**config.mk**
```make
export PLATFORM = sky130hd
export DESIGN_NAME = barrel_game
export DESIGN_NICKNAME = d
export VERILOG_FILES = /design/src/source/barrel_pkg.sv /design/src/source/barrel_launcher.sv /design/src/source/barrel_lane.sv /design/src/source/game_control.sv /design/src/source/barrel_game.sv
export SDC_FILE = /design/constraint.sdc
export NUM_CORES = 1
export LEC_CHECK = 0
export BUFFER_PORTS_ARGS = -buffer_cell sky130_fd_sc_hd__buf_4
export CAP_MARGIN = 10
export CORE_MARGIN = 2
export CORE_UTILIZATION = 30
export DETAILED_ROUTE_END_ITERATION = 6
export GPL_TIMING_DRIVEN = 0
export PLACE_DENSITY_LB_ADDON = 0.12
export SLEW_MARGIN = 20
export SYNTH_ARGS = -nofsm -noshare
export SYNTH_HDL_FRONTEND = slang
export SYNTH_SLANG_ARGS = --single-unit
```
**constraint.sdc**
```tcl
create_clock -name clk65MHz -period 2.2 [get_ports clk65MHz]
set_input_delay 0 -clock clk65MHz [delete_from_list [all_inputs] [get_ports clk65MHz]]
set_output_delay 0 -clock clk65MHz [all_outputs]
set_load 0.01 [all_outputs]
```
**src/source/barrel_pkg.sv**
```systemverilog
`default_nettype none

package barrel_pkg;

   // Screen coordinates
   localparam int COORD_W = 11;

   // Lanes and launch spacing
   localparam int NUM_LANES = 5;
   localparam int LANE_W = 3;

   // Clock cycles scaled down for simulation
   localparam int LAUNCH_GAP = 16;
   localparam int GAP_W = $clog2(LAUNCH_GAP);

   // Round
   localparam int MAX_LIVES = 3;
   localparam int LIVES_W = 2;

   // Barrel motion in pixels
   localparam int BARREL_TOP_Y = 64;
   localparam int BARREL_FLOOR_Y = 704;
   localparam int BARREL_STEP = 8;

   // Sprite sizes in pixels
   localparam int BARREL_SIZE = 32;
   localparam int PLAYER_W = 48;
   localparam int PLAYER_H = 64;

   // Top-left corner of a sprite
   typedef struct packed {
      logic [COORD_W-1:0] x;
      logic [COORD_W-1:0] y;
   } point_t;

   // One lane's barrel as seen by the rest of the game
   typedef struct packed {
      logic   active;
      point_t pos;
   } barrel_t;

endpackage

`default_nettype wire

```
**src/source/barrel_launcher.sv**
```systemverilog
`default_nettype none

module barrel_launcher (
   input  logic                                clk65MHz,
   input  logic                                reset,
   input  logic                                game_on,
   input  logic                                launch,
   input  logic [barrel_pkg::COORD_W-1:0]      launch_x,
   input  logic [barrel_pkg::NUM_LANES-1:0]    busy,
   output logic [barrel_pkg::NUM_LANES-1:0]    drop,
   output logic [barrel_pkg::COORD_W-1:0]      drop_x
);

   import barrel_pkg::*;

   logic [GAP_W-1:0]  gap_cnt;
   logic [LANE_W-1:0] free_idx;
   logic              free_any;
   logic              accept;

   // Lowest idle lane wins
   always_comb begin
      free_idx = '0;
      free_any = 1'b0;
      for (int i = NUM_LANES - 1; i >= 0; i--) begin
         if (!busy[i]) begin
            free_idx = LANE_W'(i);
            free_any = 1'b1;
         end
      end
   end

   assign accept = launch && game_on && (gap_cnt == '0) && free_any;

   // A launch exactly LAUNCH_GAP cycles later sees the counter at zero
   always_ff @(posedge clk65MHz) begin
      if (reset) begin
         drop    <= '0;
         gap_cnt <= '0;
      end else begin
         if (accept) begin
            drop    <= NUM_LANES'(1) << free_idx;
            gap_cnt <= GAP_W'(LAUNCH_GAP - 1);
         end else begin
            drop <= '0;
            if (gap_cnt != '0) begin
               gap_cnt <= gap_cnt - 1'b1;
            end
         end
      end
   end

   // Column travels with the drop pulse
   always_ff @(posedge clk65MHz) begin
      if (accept) begin
         drop_x <= launch_x;
      end
   end

   a_drop_onehot: assert property (
      @(posedge clk65MHz) disable iff (reset)
      $onehot0(drop)
   ) else $error("drop is not one-hot");

   // Lane must still be idle when its drop arrives
   a_drop_free_lane: assert property (
      @(posedge clk65MHz) disable iff (reset)
      (drop & busy) == '0
   ) else $error("drop targets a busy lane");

endmodule

`default_nettype wire

```
**src/source/barrel_lane.sv**
```systemverilog
`default_nettype none

module barrel_lane (
   input  logic                           clk65MHz,
   input  logic                           reset,
   input  logic                           game_on,
   input  logic                           drop,
   input  logic [barrel_pkg::COORD_W-1:0] drop_x,
   input  barrel_pkg::point_t             player,
   output barrel_pkg::barrel_t            barrel,
   output logic                           hit
);

   import barrel_pkg::*;

   logic               active;
   point_t             pos;
   logic [COORD_W:0]   next_y;
   logic               at_floor;
   logic [COORD_W:0]   barrel_right;
   logic [COORD_W:0]   barrel_bottom;
   logic [COORD_W:0]   player_right;
   logic [COORD_W:0]   player_bottom;
   logic               overlap;

   // One extra bit so edges near the screen border do not wrap
   assign next_y   = {1'b0, pos.y} + (COORD_W + 1)'(BARREL_STEP);
   assign at_floor = next_y >= (COORD_W + 1)'(BARREL_FLOOR_Y);

   assign barrel_right  = {1'b0, pos.x} + (COORD_W + 1)'(BARREL_SIZE);
   assign barrel_bottom = {1'b0, pos.y} + (COORD_W + 1)'(BARREL_SIZE);
   assign player_right  = {1'b0, player.x} + (COORD_W + 1)'(PLAYER_W);
   assign player_bottom = {1'b0, player.y} + (COORD_W + 1)'(PLAYER_H);

   // Box test on both axes
   assign overlap = ({1'b0, pos.x} < player_right) && ({1'b0, player.x} < barrel_right) &&
                    ({1'b0, pos.y} < player_bottom) && ({1'b0, player.y} < barrel_bottom);

   always_ff @(posedge clk65MHz) begin
      if (reset) begin
         active <= 1'b0;
         hit    <= 1'b0;
      end else if (!game_on) begin
         active <= 1'b0;
         hit    <= 1'b0;
      end else if (drop) begin
         active <= 1'b1;
         hit    <= 1'b0;
      end else if (active) begin
         if (overlap) begin
            active <= 1'b0;
            hit    <= 1'b1;
         end else begin
            active <= !at_floor;
            hit    <= 1'b0;
         end
      end else begin
         hit <= 1'b0;
      end
   end

   // Position only matters while active
   always_ff @(posedge clk65MHz) begin
      if (drop) begin
         pos.x <= drop_x;
         pos.y <= COORD_W'(BARREL_TOP_Y);
      end else if (active) begin
         pos.y <= next_y[COORD_W-1:0];
      end
   end

   assign barrel.active = active;
   assign barrel.pos    = pos;

   a_hit_from_active: assert property (
      @(posedge clk65MHz) disable iff (reset)
      hit |-> $past(active)
   ) else $error("hit without an active barrel");

   a_above_floor: assert property (
      @(posedge clk65MHz) disable iff (reset)
      active |-> (pos.y < COORD_W'(BARREL_FLOOR_Y))
   ) else $error("active barrel at or below the floor");

endmodule

`default_nettype wire

```
**src/source/game_control.sv**
```systemverilog
`default_nettype none

module game_control (
   input  logic                             clk65MHz,
   input  logic                             reset,
   input  logic                             start,
   input  logic [barrel_pkg::NUM_LANES-1:0] hit,
   output logic                             game_on,
   output logic [barrel_pkg::LIVES_W-1:0]   lives
);

   import barrel_pkg::*;

   typedef enum logic {
      ST_IDLE,
      ST_PLAY
   } state_t;

   state_t state;
   logic   any_hit;

   // Several lanes hitting together cost a single life
   assign any_hit = |hit;

   always_ff @(posedge clk65MHz) begin
      if (reset) begin
         state <= ST_IDLE;
         lives <= '0;
      end else begin
         case (state)
            ST_IDLE: begin
               if (start) begin
                  state <= ST_PLAY;
                  lives <= LIVES_W'(MAX_LIVES);
               end
            end
            ST_PLAY: begin
               if (any_hit) begin
                  if (lives <= LIVES_W'(1)) begin
                     lives <= '0;
                     state <= ST_IDLE;
                  end else begin
                     lives <= lives - 1'b1;
                  end
               end
            end
            default: begin
               state <= ST_IDLE;
            end
         endcase
      end
   end

   assign game_on = (state == ST_PLAY);

   // Round ends on the same edge the last life goes
   a_lives_in_play: assert property (
      @(posedge clk65MHz) disable iff (reset)
      game_on |-> (lives != '0)
   ) else $error("round running with no lives left");

endmodule

`default_nettype wire

```
**src/source/barrel_game.sv**
```systemverilog
`default_nettype none

module barrel_game (
   input  logic                                  clk65MHz,
   input  logic                                  reset,
   input  logic                                  start,
   input  logic                                  launch,
   input  barrel_pkg::point_t                    kong_pos,
   input  barrel_pkg::point_t                    donkey_pos,
   output barrel_pkg::barrel_t [barrel_pkg::NUM_LANES-1:0] barrels,
   output logic [barrel_pkg::LIVES_W-1:0]        lives,
   output logic                                  game_on,
   output logic [barrel_pkg::NUM_LANES-1:0]      hit
);

   import barrel_pkg::*;

   logic [NUM_LANES-1:0] drop;
   logic [NUM_LANES-1:0] busy;
   logic [COORD_W-1:0]   drop_x;

   // Kong throws from its own column
   barrel_launcher u_barrel_launcher (
      .clk65MHz,
      .reset,
      .game_on,
      .launch,
      .launch_x(kong_pos.x),
      .busy,
      .drop,
      .drop_x
   );

   for (genvar i = 0; i < NUM_LANES; i++) begin : g_lane
      barrel_lane u_barrel_lane (
         .clk65MHz,
         .reset,
         .game_on,
         .drop(drop[i]),
         .drop_x,
         .player(donkey_pos),
         .barrel(barrels[i]),
         .hit(hit[i])
      );

      assign busy[i] = barrels[i].active;
   end

   game_control u_game_control (
      .clk65MHz,
      .reset,
      .start,
      .hit,
      .game_on,
      .lives
   );

endmodule

`default_nettype wire

```
==> reports/results.ini, run 1 <==
[run_status]
outcome=complete, but fails checks
violations=negative setup slack

[yosys]
yosys-top-cells-count=198 x ha_1, 83 x nor2_1, 66 x edfxtp_1
syn_inst=1062
async_reset_ff_share_pct=0
synth_top_area_share_pct=24.5
synth.cell_area_um2=10100
yosysWarnings=0
netlist-cell-type-count=66
synth_area_leaders=ha_1 25%, edfxtp_1 20%, dfxtp_1 12%
seq_area_frac_synth_pct=31.9
synth_edf_count=66
synth_flop_cell=edfxtp_1
synth_most_common_cell=ha_1
synth.largest_area_cell=ha_1
ys_ff_latch=128
avgSynthCellArea_um2=9.52

[clock_tree]
worstSkewPairLatency_ns=0.42
cts-buffers-inserted=17
clockBufferDepth=2
cts_sinks=128
htree_levels=4
cts_root_buf=clkbuf_16
path_clk_slew_ns=0.06
tritoncts=built

[sta]
period_share_pct=115
max_freq_ghz=0.396
fin_skew_ns=0.0136
timing.final.ws_setup_ns=-0.327
slew_viol_final=0
fin_crit_ns=2.53
holdWs_ns=0.303
setup-violations-final=7
grt_setup_unrepaired=true
hold_violations=0
relSlewSlack_pct=29.3
tightest_slew_ns=1.05

[worst_setup_path]
critPathCapture=g_lane[0].u_barrel_lane.active
worst-path-max-fanout=3
cp-start-kind=register
path_buf_inv=1
r2r-end=g_lane[0].u_barrel_lane.active
path_depth=9
cp-end-kind=register
crit_path_start=g_lane[0].u_barrel_lane.barrel[16]
rrSetupSlack_ns=-0.33
worst_ep_required_time_ns=2.51
critical_path.max_stage_delay_ns=0.50
critPathTopFamily=compound AO/OA/AOI/OAI gates
cp_cell_sequence=ha_4 > inv_1 > ha_1 > o21ai_0 > o21ai_0 > o211ai_1 > a21oi_4 > or4_4 > o221a_4
r2r_cells=9
critPathMostFrequentCell=o21ai_0
critPathKind=register to register
r2r-start=g_lane[0].u_barrel_lane.barrel[16]
slowest_stage=or4_4
worstPathArrival_ns=2.84

[power_and_ir_drop]
finalPower_w=0.00696
p_leak_nw=5.81
p_seq_share_pct=39.4
swShare_pct=28.6
peakVddDrop_mv=0.463
p_per_area_nw_per_um2=516
clkPwrFrac_pct=43.0
p_int_w=0.00496
power.switching_w=0.00199
combPwrFrac_pct=17.6

[floorplan]
ios=171
initial_core_util_pct=30.3
die_height_um=188
die-area_um2=35200
die_width_um=188
core_region_area_um2=33400
rows=67

[finish]
drive_gt1_share_pct=26.9
final_area_um2=13500
final_nets=1536
post-route-util_pct=40.4
diodes=0
fillers=3411
area_delta_synth_final_pct=33.3

[global_routing]
grt_use_total_pct=18.5
grt_max_degree=17
grt_remaining_overflow=0
grt_pass1_vias=8672
antenna_found_initial=0
grt_first_pass_wirelength_mm=50.3

[detailed_routing]
drc=0
drt-vias-per-instance=4.96
firstDrtPassIters=5
vias=8690
wl_mm=32.7
antenna_left=0
first_iter_violations=355
wl_per_cell_um=18.7

[hold_path]
worstHoldPathCells=2
hp-class=primary input to register

[placement]
place_area_um2=11900
place.gp.congestion=0.837
dpl_worst_slack_ns=-1.34
dp_hpwl_mm=24.3
portBuffers=143

[run]
drv_cap=0

[metal layers]
metal | part of all wire [%] | vias to the layer above | GRT usage [%]
met3 | 3.1 | 29 | 2.55
met1 | 47 | 4184 | 24.1
met5 | 0 | - | 0
met2 | 49 | 147 | 32.5
li1 | - | 4330 | -
met4 | 1.7 | 0 | 4.09
[power groups by stage]
stage	combinational [W]	sequential, W	clock, W
after global routing	0.00137	0.00275	0.00317
after global placement	0.00105	0.00280	0
after detailed placement	0.00107	0.00280	0
after floorplan	0.000682	0.00275	0
after CTS	0.00120	0.00274	0.00306
final	0.00123	0.00274	0.00299
[repair_timing]
action	4_1_cts	5_1_grt
hold endpoints to repair	17	0
gates resized for setup	91	38
hold buffers	14	0
setup buffers	31	8
endpoints found under the setup margin	25	10
pin swaps	20	14
[state kept, by name, indices dropped and copies added (netlist names)]
| signal | flops |
|---|---|
| g_lane.u_barrel_lane.active | 5 |
| u_barrel_launcher.gap_cnt | 4 |
| u_barrel_launcher.drop_x | 11 |
| g_lane.u_barrel_lane.barrel | 95 |
| u_barrel_launcher.drop | 5 |
| u_game_control.game_on | 1 |
| g_lane.u_barrel_lane.hit | 5 |
| u_game_control.lives | 2 |
[how the worst min path moves through the flow]
| stage | from | end | slack, ns |
|---|---|---|---|
| floorplan | kong_pos[11] | u_barrel_launcher.drop_x[0] | 0.1 |
| global placement | kong_pos[16] | u_barrel_launcher.drop_x[5] | 0.18 |
| detailed placement | kong_pos[16] | u_barrel_launcher.drop_x[5] | 0.18 |
| CTS | kong_pos[13] | u_barrel_launcher.drop_x[2] | 0.28 |
| global route | kong_pos[19] | u_barrel_launcher.drop_x[8] | 0.29 |
| finish | kong_pos[21] | u_barrel_launcher.drop_x[10] | 0.30 |
[stage by stage]
stage,instances,TNS (ns)
global route,1751,-1.93
CTS,1744,-1.12
detailed placement,1667,-12.16
global placement,1667,-11.06
finish,1751,-1.21
floorplan,1076,-0.360
[worst register-to-register path: stages (launching register included)]
cell	delay, ns
edfxtp_1	0.47
ha_4	0.30
inv_1	0.03
ha_1	0.28
o21ai_0	0.18
o21ai_0	0.11
o211ai_1	0.16
a21oi_4	0.12
or4_4	0.50
o221a_4	0.26
[cell families (layout without fill, tap and decap cells)]
logic type	after synthesis	count (layout)	synth area share [%]
AND/OR/NAND/NOR	308	308	15.3
AO/OA/AOI/OAI	223	223	14.8
adder cells (fa/ha/maj)	198	198	24.5
flip-flops	128	128	31.9
buffers and inverters	110	337	5.10
XOR/XNOR	89	89	7.90
multiplexers	5	5	0.495
other	1	15	0.0371
[area by class of cell]
cell class	instances	area [µm²]	share of cell area (%)
multi-input combinational	838	6960	51.7
inverter	56	214	1.59
buffer	53	349	2.59
tap	448	561	4.16
clock inverter	14	181	1.35
timing repair buffer	196	1510	11.2
clock buffer	18	429	3.18
sequential	128	3270	24.2
[cells in the final DEF, fill, tap and decap left out, types with 8 or more instances in the layout]
master / n
buf_4: 209
ha_1: 183
nor2_1: 80
edfxtp_1: 66
inv_1: 55
nand2_1: 54
a21oi_1: 52
xor2_1: 46
nand3_1: 44
o21ai_0: 44
dfxtp_1: 43
xnor2_1: 36
nand2b_1: 22
nand4_1: 21
clkbuf_16: 17
o211ai_1: 15
conb_1: 15
dlygate4sd3_1: 14
nor2b_1: 13
clkbuf_1: 12
nor3_1: 12
a21o_1: 11
dfxtp_2: 11
and3_1: 10
a211oi_1: 10
ha_4: 9
or3_1: 8
dfxtp_4: 8
No activity file was read; power rests on OpenSTA's default activity.
==> run 2, diff against run 1 <==
SYNTH_HIERARCHICAL = 1   (was unset)
==> run 2 against run 1 <==
  * The run still ends with negative setup slack left
  * Synthesized cell count increased by 12%
  * Design area increased by 10%
  * Routed wire length increased by 5.3%
  * Register-to-register slack improved by 0.15 ns
  * Critical path depth decreased by 1
  * Die area increased by 10%
  * Total power increased by 1.4%
  * First-iteration DRC count increased by 45%
  * Clock power increased by 3%
  * Clock-buffer cell count increased by 3
  * Critical path type unchanged
==> reports/results.ini, run 2 <==
[placement]
dp_cells=1808  ; +8.5%
place.gp.congestion=0.824  ; -1.5%
portBuffers=144  ; +0.70%
dp_hpwl_mm=25.3  ; +4.0%

[sta]
tightest_slew_ns=0.620  ; -0.433 ns
period_share_pct=108  ; -6.8 points
fin_skew_ns=0.0133  ; -0.000304 ns
hold_violations=0  ; unchanged
timing.final.ws_setup_ns=-0.177  ; +0.150 ns
max_freq_ghz=0.421  ; +6.3%
setup-violations-final=5  ; -2
relSlewSlack_pct=58.6  ; +29 points
holdWs_ns=0.265  ; -0.0385 ns
grt_setup_unrepaired=true
slew_viol_final=0  ; unchanged
fin_crit_ns=2.38  ; -0.150 ns

[detailed_routing]
drt-vias-per-instance=5.03  ; +1.4%
vias=9623  ; +11%
firstDrtPassIters=7  ; +2
drc=0  ; unchanged
wl_mm=34.4  ; +5.3%
first_iter_violations=516  ; +45%
antenna_left=0  ; unchanged
wl_per_cell_um=18.0  ; -3.5%

[yosys]
yosysWarnings=6  ; +6
async_reset_ff_share_pct=0  ; unchanged
synth_top_area_share_pct=23.8  ; -0.72 points
yosys-top-cells-count=212 x ha_1, 95 x inv_1, 66 x edfxtp_1
synth_edf_count=66  ; unchanged
seq_area_frac_synth_pct=28.9  ; -3.0 points
avgSynthCellArea_um2=9.40  ; -1.2%
syn_inst=1186  ; +12%
synth.largest_area_cell=ha_1
ys_ff_latch=128  ; unchanged
netlist-cell-type-count=72  ; +9.1%
synth.cell_area_um2=11200  ; +10%
synth_flop_cell=edfxtp_1
synth_area_leaders=ha_1 24%, edfxtp_1 18%, dfxtp_1 11%
synth_most_common_cell=ha_1

[floorplan]
ios=171  ; unchanged
rows=70  ; +4.5%
die_width_um=197  ; +4.9%
initial_core_util_pct=30.5  ; +0.16 points
die_height_um=197  ; +4.9%
die-area_um2=38700  ; +10%
core_region_area_um2=36600  ; +9.7%

[run]
drv_cap=0  ; unchanged

[worst_setup_path]
cp-end-kind=register
worstPathArrival_ns=2.72  ; -0.12 ns
worst-path-max-fanout=2  ; -1
worst_ep_required_time_ns=2.54  ; +0.03 ns
critPathKind=register to register
cp-start-kind=register

[clock_tree]
clockBufferDepth=2  ; unchanged
cts_sinks=128  ; unchanged
tritoncts=built
worstSkewPairLatency_ns=0.44  ; +0.02 ns
htree_levels=4  ; unchanged
cts_root_buf=clkbuf_16
cts-buffers-inserted=17  ; unchanged
path_clk_slew_ns=0.06  ; about the same

[global_routing]
grt_pass1_vias=9531  ; +9.9%
grt_max_degree=31  ; +14
antenna_found_initial=2  ; +2
grt_remaining_overflow=0  ; unchanged
grt_first_pass_wirelength_mm=53.5  ; +6.5%
grt_use_total_pct=17.9  ; -0.58 points

[finish]
drive_gt1_share_pct=27.4  ; +0.51 points
final_cell_mix=222 x buf_4, 199 x ha_1, 95 x inv_1
final_nets=1690  ; +10%
fillers=3664  ; +7.4%
area_delta_synth_final_pct=32.9
largest_register_ffs=95  ; unchanged
mostFrequentLayoutCell=buf_4
final_cell_count_no_fill=1912  ; +9.2%

[run_status]
outcome=complete, but fails checks
violations=negative setup slack

[power_and_ir_drop]
p_per_area_nw_per_um2=476  ; -7.8%
p_leak_nw=6.45  ; +11%
peakVddDrop_mv=0.564  ; +22%

[hold_path]
hp-class=primary input to register

## run 2: cell types whose count changed in the layout (fill, tap and decap cells not counted), moves of 13 or more
cell / delta
a31oi_1: +13
buf_4: +13
nor2_1: -21
dfxtp_1: -13
buf_6: +15
inv_1: +40
ha_1: +16
## run 2: logic make-up after synthesis
family / count (synthesis) / synth area share (%)
mux: 11 / 1.11
xor+xnor: 103 / 8.09
other cells: 5 / 0.168
flops: 128 / 28.9
fa+ha+maj: 212 / 23.8
compound gates: 263 / 16.5
simple gates: 322 / 15.4
buf+inv: 142 / 6.01
## run 2: worst paths after layout
path / from / end / slack [ns] / depth (start not counted)
worst max register to register: g_lane[1].u_barrel_lane/barrel[16] / g_lane[1].u_barrel_lane/hit / -0.18 / 8
worst min register to register: u_game_control/lives[1] / u_game_control/lives[0] / 0.54 / 2
worst min-delay path: kong_pos[18] / u_barrel_launcher/drop_x[7] / 0.26 / 2
worst max-delay path: g_lane[1].u_barrel_lane/barrel[16] / g_lane[1].u_barrel_lane/hit / -0.18 / 8
## run 2: worst max-delay path: stages, from the launching register on
cell,delay (ns)
edfxtp_1,0.44
ha_4,0.21
xnor2_4,0.15
ha_4,0.23
o2111a_1,0.15
a221oi_4,0.30
o22ai_1,0.13
nor4_2,0.35
nor3b_4,0.31
## run 2: through the flow
step | total power [W] | TNS, ns | cell area [µm²] | util [%] | worst slack (ns)
6_report | 0.00705 | -0.415 | 14800 | 40.5 | -0.177
5_1_grt | 0.00743 | -1.13 | 14800 | 40.5 | -0.284
4_1_cts | 0.00713 | -0.460 | 14500 | 39.6 | -0.172
3_5_place_dp | 0.00393 | -4.66 | 12900 | 35.2 | -0.582
3_3_place_gp | 0.00391 | -4.47 | 12900 | 35.2 | -0.553
2_1_floorplan | 0.00348 | -0.0307 | 11200 | - | -0.0307
## run 2: metal layers
| layer | vias up | part of all wire (%) | wire [µm] | global-route usage (%) |
|---|---|---|---|---|
| met5 | - | 0.038 | 13 | 0 |
| met4 | 2 | 1.7 | 594 | 5.29 |
| met3 | 40 | 4.3 | 1480 | 3.90 |
| met2 | 182 | 47 | 16100 | 29.6 |
| met1 | 4568 | 47 | 16300 | 23.5 |
| li1 | 4831 | - | - | - |
## run 2: final cells by class
cell class / count / area (µm²) / share of cell area, %
Tap cell: 468 / 586 / 3.95
Buffer: 47 / 372 / 2.51
Clock inverter: 11 / 163 / 1.10
Timing Repair Buffer: 215 / 1670 / 11.3
Clock buffer: 21 / 460 / 3.11
Inverter: 95 / 357 / 2.41
Sequential cell: 128 / 3300 / 22.3
Antenna cell: 1 / 2.50 / 0.0169
Multi-Input combinational cell: 926 / 7910 / 53.4
## run 2: timing repair
action / 4_1_cts / 5_1_grt
pin swaps: 33 / 29
hold endpoints to repair: 19 / 0
hold buffers: 14 / 0
resized for setup: 112 / 49
setup endpoints to repair: 10 / 10
setup buffers: 46 / 12
## run 2: report_power, final
group	leakage [nW]	total, W	switching [W]	internal, W
logic	5.04	0.00128	0.000693	0.000584
registers	1.12	0.00270	0.000117	0.00258
clock network	0.299	0.00307	0.00113	0.00195
total	6.45	0.00705	0.00194	0.00511
==> run 3, diff against run 2 <==
TNS_END_PERCENT = 5   (was unset)
==> run 3 against run 2 <==
  * The run still ends with negative setup slack left
  * Worst setup slack gained 0.031 ns
  * Hold slack better by 0.00075 ns
  * Sequential cell count stayed put
  * Critical path depth up 1
  * Via count fell by 2.3%
  * Sequential share of layout area up 0.74 points
  * First-iteration DRC count is 15% lower
  * Maximum frequency up 1.3%
  * Critical path type unchanged
  * Largest cell class unchanged
==> reports/results.ini, run 3 (synthesis gave the netlist of run 2 again) <==
[run_status]
outcome=complete, but fails checks
violations=negative setup slack

[clock_tree]
htree_levels=4  ; unchanged
path_clk_slew_ns=0.06  ; about the same
cts-buffers-inserted=17  ; unchanged
cts_sinks=128  ; unchanged
clockBufferDepth=2  ; unchanged
tritoncts=built
worstSkewPairLatency_ns=0.44  ; about the same
cts_root_buf=clkbuf_16

[sta]
max_freq_ghz=0.426  ; +1.3%
tightest_slew_ns=0.663  ; +0.0433 ns
fin_skew_ns=0.00981  ; -0.00350 ns
fin_crit_ns=2.35  ; -0.0315 ns
grt_setup_unrepaired=true
relSlewSlack_pct=55.7  ; -2.9 points
hold_violations=0  ; unchanged
setup-violations-final=8  ; +3
slew_viol_final=0  ; unchanged
period_share_pct=107  ; -1.4 points
timing.final.ws_setup_ns=-0.146  ; +0.0315 ns

[worst_setup_path]
worstPathArrival_ns=2.68  ; -0.04 ns
worst-path-max-fanout=2  ; unchanged
worst_ep_required_time_ns=2.53  ; about the same
cp-start-kind=register
critPathKind=register to register
cp-end-kind=register

[power_and_ir_drop]
p_per_area_nw_per_um2=494  ; +3.8%
p_leak_nw=6.20  ; -3.8%
finalPower_w=0.00702  ; -0.51%
peakVddDrop_mv=0.653  ; +16%

[placement]
dpl_worst_slack_ns=-0.536  ; +0.0461 ns
dp_hpwl_mm=25.2  ; -0.30%
portBuffers=144  ; unchanged
place.gp.congestion=0.871  ; +5.7%
place_area_um2=12900  ; about the same

[run]
drv_cap=0  ; unchanged

[finish]
area_delta_synth_final_pct=27.4
final_area_um2=14200  ; -4.1%
final_nets=1655  ; -2.1%
largest_register_ffs=95  ; unchanged
drive_gt1_share_pct=23.0  ; -4.4 points
post-route-util_pct=38.8  ; -1.7 points
mostFrequentLayoutCell=ha_1
final_cell_mix=201 x ha_1, 196 x buf_4, 95 x inv_1

[floorplan]
rows=70  ; unchanged
die-area_um2=38700  ; unchanged
core_region_area_um2=36600  ; unchanged
die_width_um=197  ; unchanged
ios=171  ; unchanged
die_height_um=197  ; unchanged
initial_core_util_pct=30.5  ; unchanged

[detailed_routing]
wl_per_cell_um=17.9  ; -0.43%
antenna_left=0  ; unchanged
wl_mm=33.6  ; -2.2%
drt-vias-per-instance=5.01  ; -0.49%
drc=0  ; unchanged
first_iter_violations=439  ; -15%
vias=9401  ; -2.3%
firstDrtPassIters=5  ; -2

[hold_path]
hp-class=primary input to register

[global_routing]
grt_max_degree=31  ; unchanged
antenna_found_initial=0  ; -2
grt_first_pass_wirelength_mm=52.8  ; -1.4%
grt_pass1_vias=9337  ; -2.0%
grt_remaining_overflow=0  ; unchanged
grt_use_total_pct=17.7  ; -0.27 points

[run 3: cell count changes in the layout (fill, tap and decap cells not counted), sizes merged]
cell / before / now
clkinvlp: 3 / 2
inv: 95 / 97
clkinv: 4 / 6
clkbuf: 29 / 27
buf: 240 / 204
[run 3: metal layers]
metal | vias to the layer above | part of all wire [%] | global-route usage, %
met2 | 167 | 47 | 29.3
met4 | 0 | 1.4 | 4.90
met3 | 27 | 4.3 | 3.39
met5 | - | 0 | 0
li1 | 4762 | - | -
met1 | 4445 | 48 | 23.4
[run 3: power breakdown]
part | internal, W | total [W] | switching, W | leakage, nW
combinational | 0.000572 | 0.00125 | 0.000675 | 4.80
clock | 0.00189 | 0.00307 | 0.00117 | 0.293
sequential | 0.00259 | 0.00271 | 0.000114 | 1.11
total | 0.00505 | 0.00702 | 0.00196 | 6.20
[run 3: timing repair]
item                                    CTS  global route
hold buffers                             14             0
gates resized for setup                  75            20
endpoints found under the setup margin   10            10
hold endpoints to repair                 18             0
setup buffers                            16             6
pin swaps                                15            19
gates cloned                              0             0
[run 3: worst paths after layout]
check                                     startpoint                              to  slack [ns]  cells after the start
setup / recovery  g_lane[0].u_barrel_lane/barrel[16]  g_lane[0].u_barrel_lane/active       -0.15                      9
hold / removal                        donkey_pos[10]  g_lane[2].u_barrel_lane/active        0.27                      4
setup reg to reg  g_lane[0].u_barrel_lane/barrel[16]  g_lane[0].u_barrel_lane/active       -0.15                      9
hold reg to reg              u_game_control/lives[1]         u_game_control/lives[0]        0.53                      2
[run 3: cell type report]
type	instances	area (µm²)
Antenna cell	1	2.50
Buffer	47	337
Clock buffer	18	429
Clock inverter	14	186
Fill cell	3722	22400
Inverter	95	357
Multi-Input combinational cell	926	7650
Sequential cell	128	3270
Tap cell	468	586
Timing Repair Buffer	180	1390
[run 3: worst max-delay path, cell delays in order (launching register included)]
cell and delay (ns):
edfxtp_1 0.46, ha_4 0.30, inv_1 0.03, ha_1 0.29, a21o_1 0.20, a221oi_4 0.35, o22ai_2 0.12, nor4_2 0.29
buf_4 0.16, o21ai_1 0.06
[run 3: per-stage QoR]
step                std cells  setup TNS [ns]  hold slack [ns]
CTS                      1870          -0.700            0.235
global placement         1808           -4.51            0.181
finish                   1877          -0.608            0.266
floorplan                1196          -0.387           0.0728
global route             1876           -1.71            0.259
detailed placement       1808           -4.65            0.180
